File: config.mk
export PLATFORM = sky130hd
export DESIGN_NAME = demosaicTop
export DESIGN_NICKNAME = d
export VERILOG_FILES = /design/src/demosaicGeomPkg.sv /design/src/demosaicPixelPkg.sv /design/src/demosaicTop.sv /design/src/edgeThreshold.sv /design/src/greenInterp.sv /design/src/lineWindow.sv /design/src/rasterSequencer.sv /design/src/stageDelay.sv
export SDC_FILE = /design/constraint.sdc
export NUM_CORES = 1
export LEC_CHECK = 0
export ABC_AREA = 1
export BUFFER_PORTS_ARGS = -buffer_cell sky130_fd_sc_hd__buf_2
export CAP_MARGIN = 20
export CELL_PAD_IN_SITES_DETAIL_PLACEMENT = 1
export CELL_PAD_IN_SITES_GLOBAL_PLACEMENT = 1
export CORE_UTILIZATION = 51
export CTS_CLUSTER_SIZE = 12
export DETAILED_ROUTE_END_ITERATION = 12
export MAX_ROUTING_LAYER = met4
export PLACE_DENSITY = 0.8
export SETUP_SLACK_MARGIN = 0.5
export SYNTH_ARGS = -nofsm -noshare
export SYNTH_HDL_FRONTEND = slang
export SYNTH_SLANG_ARGS = --single-unit
File: constraint.sdc
create_clock -name clk -period 9.9 [get_ports clk]
set_input_delay 0.99 -clock clk [delete_from_list [all_inputs] [get_ports clk]]
set_output_delay 0.99 -clock clk [all_outputs]
set_load 0.05 [all_outputs]
File: src/demosaicGeomPkg.sv
package demosaicGeomPkg;

	// Frame size
	localparam int FrameWidth = 16;
	localparam int FrameHeight = 8;

	// Beats from window centre to the emitting beat
	localparam int InterpStages = 3;
	// Beats needed to push the last pixel of a frame out of the pipeline
	localparam int FlushBeats = FrameWidth + 1 + InterpStages;
	localparam int CreditDepth = 4;

	// Register counts along the pipeline
	localparam int WindowDepth = FrameWidth + 2;
	localparam int InterpRegs = InterpStages - 1;
	localparam int PipeDepth = WindowDepth + InterpRegs;

	localparam int CoordWidth = 5;
	localparam int LineAddrWidth = $clog2(FrameWidth);
	localparam int CreditWidth = $clog2(CreditDepth + 1);
	localparam int FlushWidth = $clog2(FlushBeats + 1);

	typedef logic [CoordWidth-1:0] coord_t;
	typedef logic [LineAddrWidth-1:0] lineAddr_t;
	typedef logic [CreditWidth-1:0] credit_t;
	typedef logic [FlushWidth-1:0] flushCount_t;

	localparam coord_t LastX = coord_t'(FrameWidth - 1);
	localparam coord_t LastY = coord_t'(FrameHeight - 1);
	localparam lineAddr_t LastAddr = lineAddr_t'(FrameWidth - 1);

	typedef struct packed {
		coord_t x;
		coord_t y;
		logic lastPixel;
	} pixelPos_t;

	typedef enum logic [1:0] {
		green,
		blueSite,
		redSite
	} bayerSite_t;

	// Colour filter under a position, from row and column parity
	function automatic bayerSite_t siteOf(pixelPos_t pos);
		if (pos.x[0] == pos.y[0])
			return green;
		else if (!pos.y[0])
			return blueSite;
		return redSite;
	endfunction

endpackage

File: src/demosaicPixelPkg.sv
package demosaicPixelPkg;

	typedef logic [7:0] pixel_t;

	// Cross-shaped neighbourhood around the pixel being interpolated
	typedef struct packed {
		pixel_t centre;
		pixel_t up;
		pixel_t down;
		pixel_t left;
		pixel_t right;
	} window_t;

	// Set where the neighbour lies inside the frame
	typedef struct packed {
		logic up;
		logic down;
		logic left;
		logic right;
	} nbrPresent_t;

	typedef struct packed {
		pixel_t r;
		pixel_t g;
		pixel_t b;
	} rgb_t;

	typedef logic [31:0] accum_t;
	typedef logic [7:0] threshold_t;

	// Frame gradient sum boundaries
	localparam accum_t FLevel0 = 1000;
	localparam accum_t FLevel1 = 2000;
	localparam accum_t FLevel2 = 4000;
	localparam accum_t FLevel3 = 8000;

	// Smoother frames get a higher edge threshold
	localparam threshold_t TLevel0 = 50;
	localparam threshold_t TLevel1 = 40;
	localparam threshold_t TLevel2 = 20;
	localparam threshold_t TLevel3 = 15;
	localparam threshold_t TLevel4 = 8;

	localparam threshold_t ThresholdReset = 8;

endpackage

File: src/demosaicTop.sv
`timescale 1ns/100ps

module demosaicTop (
	input logic clk,
	input logic reset,
	input demosaicPixelPkg::pixel_t inPixel,
	input logic inValid,
	output logic inReady,
	input logic outCredit,
	output logic outValid,
	output demosaicPixelPkg::rgb_t outRgb,
	output demosaicGeomPkg::pixelPos_t outPos,
	output demosaicPixelPkg::threshold_t outThreshold
);
	import demosaicGeomPkg::*;
	import demosaicPixelPkg::*;

	logic advance;
	logic headValid;
	logic tailValid;
	pixelPos_t headPos;
	pixelPos_t centrePos;
	window_t window;
	nbrPresent_t present;
	logic [8:0] gradSum;
	bayerSite_t site;

	rasterSequencer sequencer (
		.clk(clk),
		.reset(reset),
		.inValid(inValid),
		.outCredit(outCredit),
		.tailValid(tailValid),
		.inReady(inReady),
		.advance(advance),
		.headPos(headPos),
		.headValid(headValid),
		.flushing()
	);

	// Valid bit runs alongside the whole datapath
	stageDelay #(.payload_t(logic), .Depth(PipeDepth)) validDelay (
		.clk(clk),
		.reset(reset),
		.advance(advance),
		.din(headValid),
		.dout(tailValid)
	);

	lineWindow window3x3 (
		.clk(clk),
		.reset(reset),
		.advance(advance),
		.inPixel(inPixel),
		.headPos(headPos),
		.window(window),
		.present(present),
		.centrePos(centrePos)
	);

	greenInterp interp (
		.clk(clk),
		.reset(reset),
		.advance(advance),
		.window(window),
		.present(present),
		.centrePos(centrePos),
		.rgb(outRgb),
		.gradSum(gradSum),
		.site(site),
		.rgbPos(outPos)
	);

	edgeThreshold threshold (
		.clk(clk),
		.reset(reset),
		.advance(advance),
		.gradSum(gradSum),
		.site(site),
		.pixelValid(tailValid),
		.lastPixel(outPos.lastPixel),
		.threshold(outThreshold)
	);

	// Tail item is emitted on the beat it leaves
	assign outValid = tailValid && advance;

endmodule

File: src/edgeThreshold.sv
`timescale 1ns/100ps

module edgeThreshold (
	input logic clk,
	input logic reset,
	input logic advance,
	input logic [8:0] gradSum,
	input demosaicGeomPkg::bayerSite_t site,
	input logic pixelValid,
	input logic lastPixel,
	output demosaicPixelPkg::threshold_t threshold
);
	import demosaicGeomPkg::*;
	import demosaicPixelPkg::*;

	accum_t frameSum;
	accum_t nextSum;
	logic emitting;

	// Busier frames map to lower thresholds
	function automatic threshold_t pickThreshold(accum_t total);
		if (total < FLevel0)
			return TLevel0;
		else if (total < FLevel1)
			return TLevel1;
		else if (total < FLevel2)
			return TLevel2;
		else if (total < FLevel3)
			return TLevel3;
		return TLevel4;
	endfunction

	assign emitting = advance && pixelValid;

	// Only red and blue sites carry gradients
	assign nextSum = (site == green) ? frameSum : frameSum + accum_t'(gradSum);

	always_ff @(posedge clk) begin
		if (reset) begin
			frameSum <= '0;
			threshold <= ThresholdReset;
		end else if (emitting) begin
			if (lastPixel) begin
				threshold <= pickThreshold(nextSum);
				frameSum <= '0;
			end else begin
				frameSum <= nextSum;
			end
		end
	end

endmodule

File: src/greenInterp.sv
`timescale 1ns/100ps

module greenInterp (
	input logic clk,
	input logic reset,
	input logic advance,
	input demosaicPixelPkg::window_t window,
	input demosaicPixelPkg::nbrPresent_t present,
	input demosaicGeomPkg::pixelPos_t centrePos,
	output demosaicPixelPkg::rgb_t rgb,
	output logic [8:0] gradSum,
	output demosaicGeomPkg::bayerSite_t site,
	output demosaicGeomPkg::pixelPos_t rgbPos
);
	import demosaicGeomPkg::*;
	import demosaicPixelPkg::*;

	pixel_t vEst;
	pixel_t hEst;
	pixel_t hGrad;
	pixel_t vGrad;
	pixel_t greenEst;
	pixel_t centreDly;

	// Mean of a pair, falling back to whichever one is present
	function automatic pixel_t pairMean(pixel_t a, pixel_t b, logic aOk, logic bOk);
		logic [8:0] total;
		total = {1'b0, a} + {1'b0, b};
		if (aOk && bOk)
			return total[8:1];
		else if (aOk)
			return a;
		return b;
	endfunction

	function automatic pixel_t absDiff(pixel_t a, pixel_t b);
		return (a > b) ? a - b : b - a;
	endfunction

	// Stage 1: directional estimates and gradients
	always_ff @(posedge clk) begin
		if (advance) begin
			vEst <= pairMean(window.up, window.down, present.up, present.down);
			hEst <= pairMean(window.left, window.right, present.left, present.right);
			hGrad <= absDiff(window.left, window.right);
			vGrad <= absDiff(window.up, window.down);
		end
	end

	// Stage 2: interpolate along the flatter direction
	always_ff @(posedge clk) begin
		if (advance) begin
			if (hGrad > vGrad)
				greenEst <= vEst;
			else if (hGrad < vGrad)
				greenEst <= hEst;
			else
				greenEst <= pairMean(hEst, vEst, 1'b1, 1'b1);
			gradSum <= {1'b0, hGrad} + {1'b0, vGrad};
		end
	end

	stageDelay #(.payload_t(pixel_t), .Depth(InterpRegs)) centreDelay (
		.clk(clk),
		.reset(reset),
		.advance(advance),
		.din(window.centre),
		.dout(centreDly)
	);

	stageDelay #(.payload_t(pixelPos_t), .Depth(InterpRegs)) posDelay (
		.clk(clk),
		.reset(reset),
		.advance(advance),
		.din(centrePos),
		.dout(rgbPos)
	);

	// Stage 3: place the sample and the estimate by filter colour
	assign site = siteOf(rgbPos);

	always_comb begin
		rgb = '0;
		case (site)
			blueSite: begin
				rgb.g = greenEst;
				rgb.b = centreDly;
			end
			redSite: begin
				rgb.r = centreDly;
				rgb.g = greenEst;
			end
			default: begin
				rgb.g = centreDly;
			end
		endcase
	end

endmodule

File: src/lineWindow.sv
`timescale 1ns/100ps

module lineWindow (
	input logic clk,
	input logic reset,
	input logic advance,
	input demosaicPixelPkg::pixel_t inPixel,
	input demosaicGeomPkg::pixelPos_t headPos,
	output demosaicPixelPkg::window_t window,
	output demosaicPixelPkg::nbrPresent_t present,
	output demosaicGeomPkg::pixelPos_t centrePos
);
	import demosaicGeomPkg::*;
	import demosaicPixelPkg::*;

	// Line A holds the previous row, line B the one before it
	pixel_t lineA [FrameWidth];
	pixel_t lineB [FrameWidth];
	lineAddr_t linePtr;
	pixel_t tapA;
	pixel_t tapB;

	// Index 0 is the newest pixel in each row
	pixel_t bottomRow [2];
	pixel_t middleRow [3];
	pixel_t topRow [2];

	assign tapA = lineA[linePtr];
	assign tapB = lineB[linePtr];

	always_ff @(posedge clk) begin
		if (reset) begin
			linePtr <= '0;
		end else if (advance) begin
			linePtr <= (linePtr == LastAddr) ? '0 : linePtr + 1'b1;
		end
	end

	always_ff @(posedge clk) begin
		if (advance) begin
			lineA[linePtr] <= inPixel;
			lineB[linePtr] <= tapA;
			bottomRow[0] <= inPixel;
			bottomRow[1] <= bottomRow[0];
			middleRow[0] <= tapA;
			middleRow[1] <= middleRow[0];
			middleRow[2] <= middleRow[1];
			topRow[0] <= tapB;
			topRow[1] <= topRow[0];
		end
	end

	// Position of the pixel now sitting in middleRow[1]
	stageDelay #(.payload_t(pixelPos_t), .Depth(WindowDepth)) posDelay (
		.clk(clk),
		.reset(reset),
		.advance(advance),
		.din(headPos),
		.dout(centrePos)
	);

	assign present.up = (centrePos.y != '0);
	assign present.down = (centrePos.y != LastY);
	assign present.left = (centrePos.x != '0);
	assign present.right = (centrePos.x != LastX);

	// Neighbours outside the frame read as zero
	assign window.centre = middleRow[1];
	assign window.up = present.up ? topRow[1] : '0;
	assign window.down = present.down ? bottomRow[1] : '0;
	assign window.left = present.left ? middleRow[2] : '0;
	assign window.right = present.right ? middleRow[0] : '0;

endmodule

File: src/rasterSequencer.sv
`timescale 1ns/100ps

module rasterSequencer (
	input logic clk,
	input logic reset,
	input logic inValid,
	input logic outCredit,
	input logic tailValid,
	output logic inReady,
	output logic advance,
	output demosaicGeomPkg::pixelPos_t headPos,
	output logic headValid,
	output logic flushing
);
	import demosaicGeomPkg::*;

	coord_t xCount;
	coord_t yCount;
	flushCount_t flushLeft;
	credit_t credits;
	logic slotFree;
	logic transfer;
	logic spend;
	logic frameEnd;

	// Tail can move if it is empty or a credit covers its item
	assign slotFree = !tailValid || (credits != '0);
	assign flushing = (flushLeft != '0);
	assign inReady = slotFree && !flushing;
	assign transfer = inValid && inReady;
	assign advance = transfer || (flushing && slotFree);

	// A valid tail item leaves on every advance
	assign spend = advance && tailValid;

	assign frameEnd = (xCount == LastX) && (yCount == LastY);
	assign headPos = '{x: xCount, y: yCount, lastPixel: frameEnd};
	assign headValid = transfer;

	// Raster position of the next accepted pixel
	always_ff @(posedge clk) begin
		if (reset) begin
			xCount <= '0;
			yCount <= '0;
		end else if (transfer) begin
			if (xCount == LastX) begin
				xCount <= '0;
				yCount <= (yCount == LastY) ? '0 : yCount + 1'b1;
			end else begin
				xCount <= xCount + 1'b1;
			end
		end
	end

	// Empty beats after the frame's last pixel drain the pipeline
	always_ff @(posedge clk) begin
		if (reset) begin
			flushLeft <= '0;
		end else if (transfer && frameEnd) begin
			flushLeft <= flushCount_t'(FlushBeats);
		end else if (advance && flushing) begin
			flushLeft <= flushLeft - 1'b1;
		end
	end

	always_ff @(posedge clk) begin
		if (reset) begin
			credits <= credit_t'(CreditDepth);
		end else begin
			credits <= credits + credit_t'(outCredit) - credit_t'(spend);
		end
	end

	// Consumer never returns more credits than it was given
	creditBound: assert property (
		@(posedge clk) disable iff (reset) credits <= credit_t'(CreditDepth)
	);

endmodule

File: src/stageDelay.sv
`timescale 1ns/100ps

module stageDelay #(
	parameter type payload_t = logic,
	parameter int Depth = 1
) (
	input logic clk,
	input logic reset,
	input logic advance,
	input payload_t din,
	output payload_t dout
);

	payload_t stages [Depth];

	// Moves one register per beat, holds otherwise
	always_ff @(posedge clk) begin
		if (reset) begin
			for (int i = 0; i < Depth; i++) begin
				stages[i] <= '0;
			end
		end else if (advance) begin
			stages[0] <= din;
			for (int i = 1; i < Depth; i++) begin
				stages[i] <= stages[i - 1];
			end
		end
	end

	assign dout = stages[Depth - 1];

endmodule
### Yosys cells after proc, flatten, opt, wreduce, memory -nomap -nowiden

Memory sizes are Yosys's and may differ from the RTL's. A register that Yosys moved wholly into a read port is not among the register bits.
Cells that the tools add are included.

| word-level totals | value |
|---|---|
| memories | 9 |
| register bits | 111 |
| bits in writable memories | 568 |
| output and inout port bits | 45 |

Memories:

| name | words | bits a word | rd ports | clocked after Yosys merged registers in | wr ports | RTL line | source |
|---|---|---|---|---|---|---|---|
| window3x3.posDelay.stages | 18 | 11 | 18 | 0 | 18 | stageDelay.sv:14 | `payload_t stages [Depth];` |
| window3x3.lineA | 16 | 8 | 1 | 1 | 1 | lineWindow.sv:17 | `pixel_t lineA [FrameWidth];` |
| window3x3.lineB | 16 | 8 | 1 | 1 | 1 | lineWindow.sv:18 | `pixel_t lineB [FrameWidth];` |
| window3x3.middleRow | 3 | 8 | 3 | 0 | 3 | lineWindow.sv:25 | `pixel_t middleRow [3];` |
| interp.posDelay.stages | 2 | 11 | 2 | 0 | 2 | stageDelay.sv:14 |  |
| validDelay.stages | 20 | 1 | 20 | 0 | 20 | stageDelay.sv:14 |  |
| 3 more memories | n/a | n/a | n/a | n/a | n/a | n/a |  |

| cells by class | value |
|---|---|
| equal/unequal tests | 8 |
| mux-type cells | 103 |
| reductions and logical operators | 23 |
| $add $sub $neg | 15 |
| order comparisons | 8 |
| bitwise gates (word level) | 42 |

Operators with widths:

| operator | number |
|---|---|
| two-way mux 11 bit | 20 |
| two-way mux 8 bit | 25 |
| two-way mux 32 bit | 2 |
| two-way mux 1 bit | 44 |
| bitwise OR 1 bit | 42 |
| adder 8 x 8 -> 9 bit | 4 |
| adder 32 x 9 -> 32 bit | 1 |
| less-than comparator 32 x 10 -> 1 bit (second input constant) | 1 |
| less-than comparator 32 x 11 -> 1 bit (second input constant) | 1 |
| less-than comparator 32 x 12 -> 1 bit (second input constant) | 1 |
| less-than comparator 32 x 13 -> 1 bit (second input constant) | 1 |
| subtractor 8 bit | 4 |
| > comparator 8 bit | 3 |
| two-way mux 4 bit | 5 |
| two-way mux 5 bit | 4 |
| nonzero test 5 bit | 3 |
| adder 5 x 1 -> 5 bit (second input constant) | 2 |
| logical AND 1 bit | 9 |
| less-than comparator 8 bit | 1 |
| two-way mux 2 bit | 3 |
| == test 5 x 3 -> 1 bit (second input constant) | 1 |
| == test 5 x 4 -> 1 bit (second input constant) | 1 |
| inequality test 5 x 3 -> 1 bit (second input constant) | 1 |
| inequality test 5 x 4 -> 1 bit (second input constant) | 1 |
| 15 further kinds | 19 |

### Longest topological paths before layout

| logic depth | value |
|---|---|
| depth in word-level cells | 14 |
| depth in mapped cells | 22 |
| depth with buffers taken out | 22 |

### By module

From an unflattened synthesis, not the netlist that was laid out.

| unflattened totals | value |
|---|---|
| cell total of the unflattened synthesis | 3513 |
| area total of the unflattened synthesis | 33379.5 um^2 |

Modules (own cells, without submodules):

| module | seq. area each (um^2) | area an instance (um^2) | times used | cells an instance |
|---|---|---|---|---|
| lineWindow | 9529.1 | 13419.1 | 1 | 1229 |
| stageDelay (window3x3.posDelay) | 5945.7 | 7678.6 | 1 | 629 |
| greenInterp | 1471.4 | 5506.5 | 1 | 753 |
| edgeThreshold | 760.7 | 3165.5 | 1 | 553 |
| rasterSequencer | 360.3 | 1088.5 | 1 | 141 |
| stageDelay (interp.posDelay) | 660.6 | 1007.2 | 1 | 82 |
| stageDelay (validDelay) | 600.6 | 783.3 | 1 | 64 |
| stageDelay (interp.centreDelay) | 480.5 | 723.2 | 1 | 60 |
| demosaicTop | 0.0 | 7.5 | 1 | 2 |

### Least setup slack after synthesis

Ideal clock, no wire load.

| path | value |
|---|---|
| path kind | flip-flop to flip-flop |
| start | register sequencer.flushLeft[0] |
| end | register (tool-made name) |
| arrival | 7473 ps |
| period minus slack after synthesis | 7900 ps |
| path buffers | 0 |
| path slack | 2000 ps |
| cell stages (with the launch flop) | 11 |
| path through | dfxtp_1 > inv_1 > ha_1 > nor3b_2 > nand2_1 > nor2_2 > nand2_1 > inv_2 > nor2_2 > nand2_1 > o21ai_0 |

RTL lines:

| element | RTL line | source |
|---|---|---|
| start: declaration | rasterSequencer.sv:19 | `flushCount_t flushLeft;` |
| start signal: assignment | rasterSequencer.sv:60 | `flushLeft <= flushCount_t'(FlushBeats);` |
| start signal: assignment | rasterSequencer.sv:62 | `flushLeft <= flushLeft - 1'b1;` |

### Final worst setup path

| path | value |
|---|---|
| start | register sequencer.flushLeft[1] |
| end | output port outValid |

| between the ends | value |
|---|---|
| cells in the longest elaborated chain, start to end | 6 |
| elaborated cells on any way between the ends | 7 |

Ends and longest elaborated chain:

| element | RTL line | source |
|---|---|---|
| nonzero test 5 bit * | rasterSequencer.sv:28 | `assign flushing = (flushLeft != '0);` |
| zero test 1 bit | rasterSequencer.sv:29 | `assign inReady = slotFree && !flushing;` |
| logical AND 1 bit | rasterSequencer.sv:29 |  |
| logical AND 1 bit | rasterSequencer.sv:30 | `assign transfer = inValid && inReady;` |
| logical OR 1 bit * | rasterSequencer.sv:31 | `assign advance = transfer \|\| (flushing && slotFree);` |
| via advance | demosaicTop.sv:18 | `logic advance;` |
| logical AND 1 bit * | demosaicTop.sv:86 | `assign outValid = tailValid && advance;` |
| end: declaration | demosaicTop.sv:10 | `output logic outValid,` |

The timed path passes the listed nets; every way through them passes the cells marked *.

==> results.toml <==
[status]
run_status = "completed"

[yosys]
synth-warning-count = 0
synth_cell_type_count = 54
yosys-top-cells-area = "sky130_fd_sc_hd__edfxtp_1, sky130_fd_sc_hd__inv_1, sky130_fd_sc_hd__nand2_1"
postSynthAreaPerCell_um2 = 10.8
yosysTopAreaCell = "sky130_fd_sc_hd__edfxtp_1"
synth_cells = 2878
synth.ff_latch_count = 681
ys_seq_area_share_pct = 63.9
yosys_most_used_dff = "sky130_fd_sc_hd__edfxtp_1"
syn_area_mm2 = 0.0310
synth_async_sr_flop_share_pct = 0
edff_count_synth = 617
netlist.area_leader.share_pct = 59.8

[worst_hold_path]
worstHoldPathType = "reg -> reg"
hold_path_depth = 0
min-delay-start = "window3x3.bottomRow[0][5]$_DFFE_PP_"
hold_path_end = "window3x3.bottomRow[0][13]$_DFFE_PP_"

[sta]
period_share_pct = 54.8
tightest_slew_ns = 1.07
slew_headroom_pct = 28.6
unrepaired_setup_endpoints_after_global_routing = "no"
clock_skew_ns = 0.0219
final.setup.worst_slack_ns = 4.48
finalSetupTns_ns = 0
min_period_ns = 5.42
report.final.setup_viol = 0
report.final.hold_viol_count = 0
fmax_ghz = 0.184
maxSlewViolCount = 0

[power_and_ir_drop]
power.share.clock_pct = 20.9
p_seq_share_pct = 40.0
irDropWorstVdd_mv = 0.165
static-leakage-power_nw = 13.8
design_power_total_mw = 12.4
pwr-share-comb_pct = 39.1
cellPowerDensity_mw_per_mm2 = 363
p_switching_mw = 4.97
switching_share_pct = 40.0
internal-power_mw = 7.46

[route]
via_count = 20500
iter_0_drt_violations = 1585
wire_per_inst_um = 20.4
detail-route-antenna-nets = 0
drc_errors = 0
vias_per_cell = 5.45
routed_wl_mm = 76.5
drtPass1Iterations = 5

[floorplanning]
initial_utilization_pct = 51.5
fp.dieArea_mm2 = 0.0618
die_h_um = 249
floorplan.rows = 90
die_w_um = 249
io-pin-count = 57
coreArea_mm2 = 0.0602

[placement]
dp.final_hpwl_mm = 48.4
gpl.final_weighted_congestion = 0.838
place_worst_setup_slack_ns = 4.78
port_bufs = 54
placedInstanceArea_mm2 = 0.0320

[cts]
clkSlewWorstSetupHoldPaths_ns = 0.06
numCtsBuffers = 72
clock_tree_from_tritoncts = "yes"
htree_num_levels = 3
cts.path.max_buffers = 3
cts-resized-gates = 0
insertion_delay_ns = 0.62
tritoncts_sinks = 681
postCtsSetupBuffers = 0
cts_root_buf = "sky130_fd_sc_hd__clkbuf_16"
postCtsHoldBufs = 0

[setup_path]
top_fanout_value_on_the_critical_path = 57
endpoint_kind = "primary output"
worst_path_dominant_cell_family = "simple AND/OR/NAND/NOR gates"
critical_path.startpoint_type = "flop"
timing_worst_setup_path_type = "reg -> out"
required_time_at_the_endpoint_of_the_critical_path_ns = 8.91
worst_r2r_path_depth = 18
crit-reg2reg-capture = "sequencer.credits[2]$_SDFF_PP1_"
r2r-start = "sequencer.flushLeft[1]$_SDFFE_PP0P_"
crit_chain = "inv_1 -> ha_1 -> nor3b_2 -> nand2_1 -> nor2_2 -> nand2_1 -> inv_2 -> nor2_2 -> inv_4 -> nand2_2 -> inv_1 -> buf_2"
setup.reg_to_reg.worst_slack_ns = 4.89
critical_path_arrival_ns = 4.43
slowest_stage = "sky130_fd_sc_hd__nor2_2"
longest_individual_stage_delay_on_the_worst_path_ns = 0.78
critPathBufInv = 5

[cells_and_area]
area_growth_pct = 10.5
finalNetCount = 3030
drive_above_1_share_pct = 8.78
design_area_mm2 = 0.0343

[global_route]
grt_antenna_before_repair = 4
grt_pass1_vias = 22000
grt.overflow.total = 0
track_usage_pct = 25.8
grt_first_pass_wirelength_mm = 120
maximum_number_of_pins_on_one_net_before_global_route_repair = 95

[run]
timing.max_cap.violations = 0
==> power by group through the flow <==
stage / Clock (mW) / Combinational [mW] / Sequential (mW)
global route: 2.73 / 5.43 / 5.04
finish: 2.59 / 4.86 / 4.96
global placement: 0 / 4.56 / 4.94
CTS: 2.64 / 4.90 / 4.97
floorplan: 0 / 3.53 / 4.93
detailed placement: 0 / 4.82 / 5.01
==> kinds of logic after synthesis <==
logic type	after synthesis	synth area share, %
AOI/OAI and AO/OA	382	7.18
xor gates and xnor gates	32	0.904
adders and majority gates	99	4.24
buffers and inverters	656	8.31
DFF	681	63.9
muxes	74	2.39
other	1	0.0121
and+or+nand+nor	953	13.1
==> per-stage QoR <==
| stage | hold slack, ns | instances | util [%] |
|---|---|---|---|
| 6_report | 0.414 | 3756 | 56.9 |
| 5_1_grt | 0.428 | 3756 | 56.9 |
| 4_1_cts | 0.414 | 3753 | 56.8 |
| 3_5_place_dp | 0.410 | 3627 | 53.1 |
| 3_3_place_gp | 0.402 | 3627 | 53.1 |
| 2_1_floorplan | 0.400 | 2879 | - |
==> per-layer routing <==
metal / share of wire (%) / global-route usage [%]
met3: 4.4 / 3.33
met2: 51 / 44.2
met4: 3.7 / 11.0
met5: 0 / -
met1: 41 / 30.8
==> worst register-to-register path: stages (launching register included) <==
cell and delay, ns:
sky130_fd_sc_hd__dfxtp_1 0.37, sky130_fd_sc_hd__inv_1 0.06, sky130_fd_sc_hd__ha_1 0.19, sky130_fd_sc_hd__nor3b_2 0.17, sky130_fd_sc_hd__nand2_1 0.10, sky130_fd_sc_hd__nor2_2 0.05, sky130_fd_sc_hd__nand2_1 0.34, sky130_fd_sc_hd__inv_2 0.11
sky130_fd_sc_hd__nor2_2 0.78, sky130_fd_sc_hd__inv_4 0.51, sky130_fd_sc_hd__nand2_2 0.76, sky130_fd_sc_hd__inv_1 0.13, sky130_fd_sc_hd__ha_1 0.33, sky130_fd_sc_hd__inv_1 0.06, sky130_fd_sc_hd__ha_1 0.14, sky130_fd_sc_hd__inv_1 0.07
sky130_fd_sc_hd__fa_1 0.41, sky130_fd_sc_hd__or2_2 0.31, sky130_fd_sc_hd__nand3_1 0.06
==> how the worst max path moves through the flow <==
| stage | from | endpoint | slack [ns] | cells after the start |
|---|---|---|---|---|
| after floorplan | sequencer.flushLeft[0]$_SDFFE_PP0P_ | flop | 2.00 | 10 |
| after global placement | inValid | sequencer.credits[2]$_SDFF_PP1_ | 4.95 | 14 |
| after detailed placement | inValid | sequencer.credits[2]$_SDFF_PP1_ | 4.78 | 14 |
| after CTS | sequencer.flushLeft[1]$_SDFFE_PP0P_ | outValid | 4.45 | 12 |
| after global routing | sequencer.flushLeft[1]$_SDFFE_PP0P_ | outValid | 4.10 | 12 |
| final | sequencer.flushLeft[1]$_SDFFE_PP0P_ | outValid | 4.48 | 12 |
==> final cells by class <==
cell class              instances  area [µm²]
fillers                      6315       26000
flip-flops and latches        681       19800
multi-input cells            1542        8690
inverters                     537        2020
clock buffers                 106        2010
well taps                     782         978
repair buffers                 85         503
clock inverters                20         223
diodes                          3        7.51
==> sequential cells by signal, summed over array words and instances, names as in the netlist, 20 cells and up, named ones only <==
register / count
window3x3.middleRow: 24
validDelay.stages: 20
window3x3.posDelay.stages: 198
window3x3.lineA: 128
interp.posDelay.stages: 22
window3x3.lineB: 128
threshold.frameSum: 32
==> placed cells by master (no fill, tap or decap), drive strengths merged, types with 5 or more instances in the layout <==
cell type	n
o21bai	10
nor3b	5
o211ai	65
nand4	24
dfxtp	64
o21ai	115
fa	10
nor4	5
o221ai	15
mux2i	73
nand3b	7
nand2	397
inv	539
nor3	25
edfxtp	617
buf	85
clkinv	15
nand3	98
ha	89
a21oi	154
clkbuf	106
or2	11
nor2	381
xor2	29
==> synthesized netlist by cell type, drive strengths merged (2+ instances only) <==
cell type / instances
a21oi: 154
a31oi: 3
o311ai: 2
o22ai: 2
o31ai: 3
clkbuf: 47
xor2: 29
xnor2: 3
o211ai: 65
mux2i: 73
nand4: 24
nand3b: 7
o221ai: 15
edfxtp: 617
o21ai: 115
fa: 10
nor3: 25
inv: 537
nand2: 397
nand3: 98
dfxtp: 64
nor4: 5
nor3b: 5
ha: 89
nor2: 381
buf: 72
a221oi: 3
a211oi: 2
o21a: 2
o21bai: 10
or2: 11
a21o: 3
Power figures use the tool's default switching activity.
